`src/verilog/huff_pkg.sv`:
```
package huff_pkg;

  // alphabet and block sizes
  localparam int SYM_W     = 7;
  localparam int NUM_SYM   = 128;
  localparam int BLOCK_LEN = 64;
  localparam int ADDR_W    = 6;

  // histogram counts, 64 fits in seven bits
  localparam int CNT_W     = 7;

  // code lengths
  localparam int LEN_W     = 4;
  localparam int MAX_LEN   = 15;

  // output stream
  localparam int WORD_W    = 32;
  localparam int HDR_WORDS = 16;
  localparam int BITS_W    = 10;
  localparam int ACC_W     = 2 * WORD_W;

  typedef enum logic [1:0] {
    PH_COLLECT,
    PH_BUILD,
    PH_ASSIGN,
    PH_EMIT
  } huff_phase_t;

  // code is right aligned, len bits of it are valid
  typedef struct packed {
    logic [MAX_LEN-1:0] code;
    logic [LEN_W-1:0]   len;
  } code_entry_t;

  typedef struct packed {
    logic [WORD_W-1:0] data;
    logic              last;
  } stream_word_t;

endpackage

```
`src/verilog/huff_block_control.sv`:
```
`timescale 1ns/10ps
module huff_block_control import huff_pkg::*; (
  input  logic        hwclk,
  input  logic        reset,
  input  logic        block_full_i,
  input  logic        lengths_done_i,
  input  logic        codes_done_i,
  input  logic        emit_done_i,
  output huff_phase_t phase_o,
  output logic        busy_o
);

  huff_phase_t phase_q, phase_n;

  assign phase_o = phase_q;

  // each stage hands over on its done pulse
  always_comb begin
    phase_n = phase_q;
    case (phase_q)
      PH_COLLECT: if (block_full_i) phase_n = PH_BUILD;
      PH_BUILD:   if (lengths_done_i) phase_n = PH_ASSIGN;
      PH_ASSIGN:  if (codes_done_i) phase_n = PH_EMIT;
      PH_EMIT:    if (emit_done_i) phase_n = PH_COLLECT;
      default:    phase_n = PH_COLLECT;
    endcase
  end

  always_ff @(posedge hwclk, posedge reset) begin
    if (reset) begin
      phase_q <= PH_COLLECT;
      busy_o  <= 1'b0;
    end else begin
      phase_q <= phase_n;
      // busy follows the phase on the same edge
      busy_o  <= (phase_n != PH_COLLECT);
    end
  end

endmodule

```
`config.mk`:
```
export PLATFORM = sky130hd
export DESIGN_NAME = huff_block_control
export DESIGN_NICKNAME = d
export VERILOG_FILES = /design/src/verilog/huff_pkg.sv /design/src/verilog/huff_block_control.sv
export SDC_FILE = /design/constraint.sdc
export NUM_CORES = 1
export LEC_CHECK = 0
export ABC_CLOCK_PERIOD_IN_PS = 1600
export BUFFER_PORTS_ARGS = -buffer_cell sky130_fd_sc_hd__buf_2
export CORE_AREA = 2 2 39 41
export DETAILED_ROUTE_END_ITERATION = 8
export DIE_AREA = 0 0 41 43
export GPL_TIMING_DRIVEN = 1
export REMOVE_ABC_BUFFERS = 1
export SETUP_SLACK_MARGIN = 0.5
export SYNTH_ARGS = -nofsm -noshare
export SYNTH_HDL_FRONTEND = slang
export SYNTH_SLANG_ARGS = --single-unit
```
`constraint.sdc`:
```
create_clock -name hwclk -period 1.6 [get_ports hwclk]
set_input_delay 0.08 -clock hwclk [delete_from_list [all_inputs] [get_ports hwclk]]
set_output_delay 0.08 -clock hwclk [all_outputs]
set_load 0.03 [all_outputs]
```
==> impl_metrics.ini, run 1 <==
[hold_path]
holdCritPathClass = in -> reg

[timing]
post-route-min-period_ps = 1038
rsz0062_at_grt = no
final.period_utilization_pct = 64.89
max_slew.worst_pin.slew_ps = 188.1
fmax_mhz = 963.1
slew_headroom_pct = 87.46
fin_skew_ps = 2.188
setup_tns_ps = 0
hold_viol = 0
setup_viol = 0
drv_slew = 0

[power_and_ir_drop]
p_leak_uw = 0.0001088
p_seq_share_pct = 34.4
switching_share_pct = 41.06
internal_power_uw = 278.8
p_per_area_mw_per_mm2 = 2066
combPwrFrac_pct = 37.7
switchingPower_uw = 194.2
clockPowerShare_pct = 27.8
peakVddDrop_v = 0.0005580

[cells_and_area]
drive_gt1_share_pct = 54.17
seq_area_um2 = 76.32
areaGrowthSynthToFinish_pct = 74.29
multiInputGateArea_um2 = 45.04
n_antenna_cell = 0
finish.utilization_pct = 16.55
fill_cells = 155
nets = 31
final_cells = 40

[critical_path]
path_max_fanout = 6
cp-start-kind = flip-flop
crit_buf_inv = 0
max_stage_delay_ps = 500
critical_path_class = reg -> reg
worstSetupEndpointType = flip-flop
crit_family = multiplexers
crit_chain = mux4_2
crit_required_ps = 1700
critPathArrivalTime_ps = 1130
cp_slowest_cell = mux4_2

[placement]
io_buffers = 8
finalWeightedCongestion = 0.5650
dpl.cell_count = 35

[global_route]
grt_pass1_vias = 143
grt_pass1_wl_um = 510
antenna_found_initial = 0
overflow = 0
grt_max_degree = 7
grtUsageTotal_pct = 5.556

[floorplan]
dieArea_mm2 = 0.001763
fp-row-count = 14
ios = 9
dieWidth_um = 41
die_h_um = 43
coreArea_mm2 = 0.001384
start_util_pct = 9.494

[outcome]
status = finished clean

[synthesis]
ys_seq_area_share_pct = 57.14
yosys-mux-area-fraction_pct = 17.14
ys_ff_latch = 3
synth-simple-area-share_pct = 3.810
yosys_warnings = 0
synth_area_um2 = 131.4
synth_top_family_by_area = multiplexers
synthAdderAreaFrac_pct = 0
avgSynthCellArea_um2 = 11.94
synthXorXnorAreaFrac_pct = 0
netlist_instances = 11
netlist-cell-type-count = 6
synth_compound_area_share_pct = 13.33

[route]
wl_per_cell_um = 8.000
ant_nets = 0
wl_um = 320
drc = 0
vias = 127
drt_iter0_markers = 0
viasPerCell = 3.175
dr.pass1.iters = 1

[flow_run]
maxCapViolCount = 0

[clock_network]
cts_tree = done
root_buffer = clkbuf_4
cts_buffers = 3
clk-insertion-delay-late_ps = 230
clock_path_buffers = 2
cts_sinks = 3
h-tree-depth = 1
clk_pin_slew_worst_paths_ps = 40
postCtsSetupBuffers = 0
[final cells by class]
class	instances	share of cell area (%)
Multi-Input combinational cell	5	19.67
Tap cell	16	8.743
Sequential cell	3	33.33
Clock buffer	4	11.48
Timing Repair Buffer	9	21.86
Inverter	3	4.918
[registers in the layout, indices dropped and copies added (netlist names)]
name,cells
phase_o,2
busy_o,1
[kinds of logic (layout without fill, tap and decap cells)]
kind of cell	after synthesis	in the layout
buffers and inverters	3	16
AND/OR/NAND/NOR	1	1
multiplexers	1	1
AO/OA/AOI/OAI	3	3
flip-flops	3	3
[synth_stat cells (all sizes together)]
cell	count	area share [%]
dfrtp	3	57
inv	3	8.6
nor3	1	3.8
a21oi	1	3.8
a31oi	2	9.5
mux4	1	17
[layout by cell type, fill, tap and decap left out]
master,instances
a21oi_1,1
a31oi_1,2
buf_2,8
clkbuf_1,1
clkbuf_4,3
dfrtp_1,2
dfrtp_2,1
dlygate4sd3_1,1
inv_1,3
mux4_2,1
nor3_1,1
[power groups by stage]
| stage | Combinational, µW | Clock, µW | Sequential (µW) |
|---|---|---|---|
| 2_1_floorplan | 49.4 | 0 | 230 |
| 3_3_place_gp | 177 | 0 | 156 |
| 3_5_place_dp | 178 | 0 | 161 |
| 4_1_cts | 180 | 141 | 161 |
| 5_1_grt | 189 | 142 | 174 |
| 6_report | 179 | 132 | 163 |
[metal layers]
| metal | global-route usage (%) | wire length [µm] | up-vias |
|---|---|---|---|
| met4 | 12.00 | 0 | 0 |
| li1 | - | - | 66 |
| met5 | 0 | 0 | - |
| met3 | 3.141 | 48 | 0 |
| met2 | 5.000 | 142 | 8 |
| met1 | 4.918 | 129 | 53 |
[path summary, 6_finish.rpt]
kind | startpoint | endpoint | slack (ps) | cells after the start
worst max-delay path | phase_o[0]$_DFF_PP0_ | phase_o[0]$_DFF_PP0_ | 560 | 1
worst min-delay path | emit_done_i | phase_o[1]$_DFF_PP0_ | 80 | 2
worst max register to register | phase_o[0]$_DFF_PP0_ | phase_o[0]$_DFF_PP0_ | 560 | 1
worst min register to register | phase_o[0]$_DFF_PP0_ | phase_o[1]$_DFF_PP0_ | 550 | 1
max in group asynchronous | reset | phase_o[0]$_DFF_PP0_ | 1210 | 3
min in group asynchronous | reset | phase_o[1]$_DFF_PP0_ | 250 | 3
[timing repair]
item | in CTS | in global routing
endpoints found under the hold margin | 3 | 0
endpoints found under the setup margin | 0 | 1
gates resized for setup | 0 | 1
hold buffers | 1 | 0
[through the flow]
stage          worst slack (ps)  cell area [µm²]  total power, µW  hold WS, ps
4_1_cts                   513.8            227.7            480.8        65.83
2_1_floorplan             359.3            131.4            279.3       -166.4
3_3_place_gp              545.7            191.4            332.8       -53.67
5_1_grt                   526.7            229.0            505.3        78.93
3_5_place_dp              518.3            191.4            339.0       -52.00
6_report                  561.7            229.0            473.0        75.93
No activity file was read; power rests on OpenSTA's default activity.
==> run 2: changes to the inputs <==
--- a/config.mk
+++ b/config.mk
@@ -5,7 +5,8 @@
 export SDC_FILE = /design/constraint.sdc
 export NUM_CORES = 1
 export LEC_CHECK = 0
-export ABC_CLOCK_PERIOD_IN_PS = 1600
+export ABC_AREA = 1
+export ABC_CLOCK_PERIOD_IN_PS = 1000
 export BUFFER_PORTS_ARGS = -buffer_cell sky130_fd_sc_hd__buf_2
 export CORE_AREA = 2 2 39 41
 export DETAILED_ROUTE_END_ITERATION = 8
==> constraint.sdc (replaced) <==
create_clock -name hwclk -period 1 [get_ports hwclk]
set_input_delay 0.05 -clock hwclk [delete_from_list [all_inputs] [get_ports hwclk]]
set_output_delay 0.05 -clock hwclk [all_outputs]
set_load 0.03 [all_outputs]
==> run 2 against run 1 <==
  * Combinational power rose to 2.8 times the previous value
  * Die area unchanged
  * Cell area increased by 27%
  * Clock power is 70% higher
  * Area after synthesis increased by 23%
  * Utilization grew 4.4 points
  * First-iteration DRC count up 2
  * Critical endpoint is now phase_o[0]
  * Highest routed layer is now met4
==> impl_metrics.ini, run 2 <==
[hold_path]
holdCritPathClass = in -> reg

[floorplan]
ios = 9
die_h_um = 43
start_util_pct = 11.66
fp-row-count = 14
dieArea_mm2 = 0.001763
dieWidth_um = 41
coreArea_mm2 = 0.001384

[synthesis]
synth_compound_area_share_pct = 3.101
synth-main-ff-cell = dfrtp_1
ys_ff_latch = 3
synth-simple-area-share_pct = 34.11
avgSynthCellArea_um2 = 6.456
synth_top_family_by_area = simple AND/OR/NAND/NOR gates
netlist_instances = 25
synthAdderAreaFrac_pct = 0
netlist-cell-type-count = 7
synth_commonest_cells = nand2_1 (11), inv_1 (6), dfrtp_1 (3), nand3_1 (2)
yosys_warnings = 0
synth_area_leaders = dfrtp_1 (47%), nand2_1 (26%), inv_1 (14%)
async_flop_share_pct = 100.0
synth_edf_count = 0
synth_top_area_cell = dfrtp_1
synth_top_area_share_pct = 46.51
ys_seq_area_share_pct = 46.51
yosysMostFrequentCell = nand2_1
synth_area_um2 = 161.4
synthXorXnorAreaFrac_pct = 0
yosys-mux-area-fraction_pct = 0

[power_and_ir_drop]
p_per_area_mw_per_mm2 = 3363
peakVddDrop_v = 0.0003888
p_leak_uw = 0.0001670

[cells_and_area]
largest_reg_flops = 2
fill_cells = 173
finish.utilization_pct = 20.98
nets = 45
areaGrowthSynthToFinish_pct = 79.84
final_cell_mix = nand2_1 (9), inv_1 (5), buf_2 (5), clkbuf_4 (3)
layout_commonest_cell = nand2_1
n_antenna_cell = 0
drive_gt1_share_pct = 50.00

[clock_network]
cts_tree = done
h-tree-depth = 1
clock_path_buffers = 2
cts_buffers = 3
cts_sinks = 3
clk-insertion-delay-late_ps = 240
clk_pin_slew_worst_paths_ps = 40
postCtsSetupBuffers = 0
root_buffer = clkbuf_4

[timing]
fin_skew_ps = 6.303
final.period_utilization_pct = 89.18
max_slew.worst_pin.slew_ps = 135.6
setup_viol = 0
drv_slew = 0
slew_headroom_pct = 90.96
hold_viol = 0
fmax_mhz = 1121
post-route-min-period_ps = 891.8
rsz0062_at_grt = yes
fin_hold_ws_ps = 135.2

[flow_run]
maxCapViolCount = 0

[route]
drc = 0
dr.pass1.iters = 2
wl_per_cell_um = 7.019
viasPerCell = 3.537
wl_um = 379
ant_nets = 0
vias = 191
drt_iter0_markers = 2

[critical_path]
critPathArrivalTime_ps = 840
cp-start-kind = flip-flop
crit_required_ps = 950
cp_slowest_cell = dfrtp_2
crit_family = flip-flops
max_stage_delay_ps = 440
crit_chain = buf_6
critical_path_class = reg -> out
crit_buf_inv = 1
worstSetupEndpointType = output port
path_max_fanout = 5

[placement]
io_buffers = 8
finalWeightedCongestion = 0.6247
dp_hpwl_um = 270.9

[global_route]
grt_max_degree = 6
grt_pass1_wl_um = 565
antenna_found_initial = 0
overflow = 0
grt_pass1_vias = 165
grtUsageTotal_pct = 5.522

[outcome]
status = finished clean
run 2: layout make-up:
cell class	instances	area, µm²	share of cell area (%)
clock buffers	4	26.28	9.052
well taps	16	20.02	6.897
repair buffers	9	65.06	22.41
flip-flops and latches	3	76.32	26.29
inverters	7	26.28	9.052
multi-input cells	15	76.32	26.29
run 2: timing repair:
item | 4_1_cts | 5_1_grt
pin swaps | 2 | 4
gates resized for setup | 7 | 5
setup endpoints to repair | 6 | 6
hold buffers | 1 | 0
gates cloned | 0 | 0
endpoints found under the hold margin | 3 | 0
run 2: path summary, 6_finish.rpt:
check	startpoint	end	slack [ps]	cells after the start
max reg2reg	phase_o[1]$_DFF_PP0_	busy_o$_DFF_PP0_	120	4
min	lengths_done_i	phase_o[1]$_DFF_PP0_	140	5
min reg2reg	phase_o[1]$_DFF_PP0_	phase_o[0]$_DFF_PP0_	640	4
max	phase_o[0]$_DFF_PP0_	phase_o[0]	110	1
max in group asynchronous	reset	phase_o[0]$_DFF_PP0_	660	3
min in group asynchronous	reset	phase_o[1]$_DFF_PP0_	210	3
run 2: routing by layer:
metal | vias up | part of all wire [%] | GRT usage [%]
li1 | 97 | - | -
met1 | 87 | 32 | 4.502
met2 | 5 | 56 | 8.125
met3 | 2 | 4.5 | 0
met4 | 0 | 6.9 | 10.00
met5 | - | 0 | 0
run 2: logic make-up after synthesis:
family	count (synthesis)
and+or+nand+nor	14
buffers and inverters	7
DFF	3
AOI/OAI and AO/OA	1
run 2: worst register-to-register path, delay by kind of cell (launching register included):
kind	cells	cell delay [ps]
simple gates	2	210
buf+inv	1	110
flops	1	390
compound gates	1	40
run 2: where the power goes:
group / internal, µW / switching (µW) / leakage, µW
clock: 150 / 73.8 / 0.0000150
combinational: 197 / 305 / 0.000119
sequential: 185 / 64.9 / 0.0000326
total: 533 / 444 / 0.000167
run 2: through the flow:
step | setup slack [ps] | setup TNS (ps) | std cells | power [µW] | cell area (µm²)
after global placement | 128.8 | 0 | 49 | 614.3 | 221.5
final | 108.2 | 0 | 54 | 976.3 | 290.3
after detailed placement | 111.6 | 0 | 49 | 624.6 | 221.5
after global routing | 46.10 | 0 | 54 | 1056 | 290.3
after floorplan | -12.89 | -12.89 | 25 | 515.9 | 161.4
after CTS | 102.4 | 0 | 54 | 935.7 | 275.3
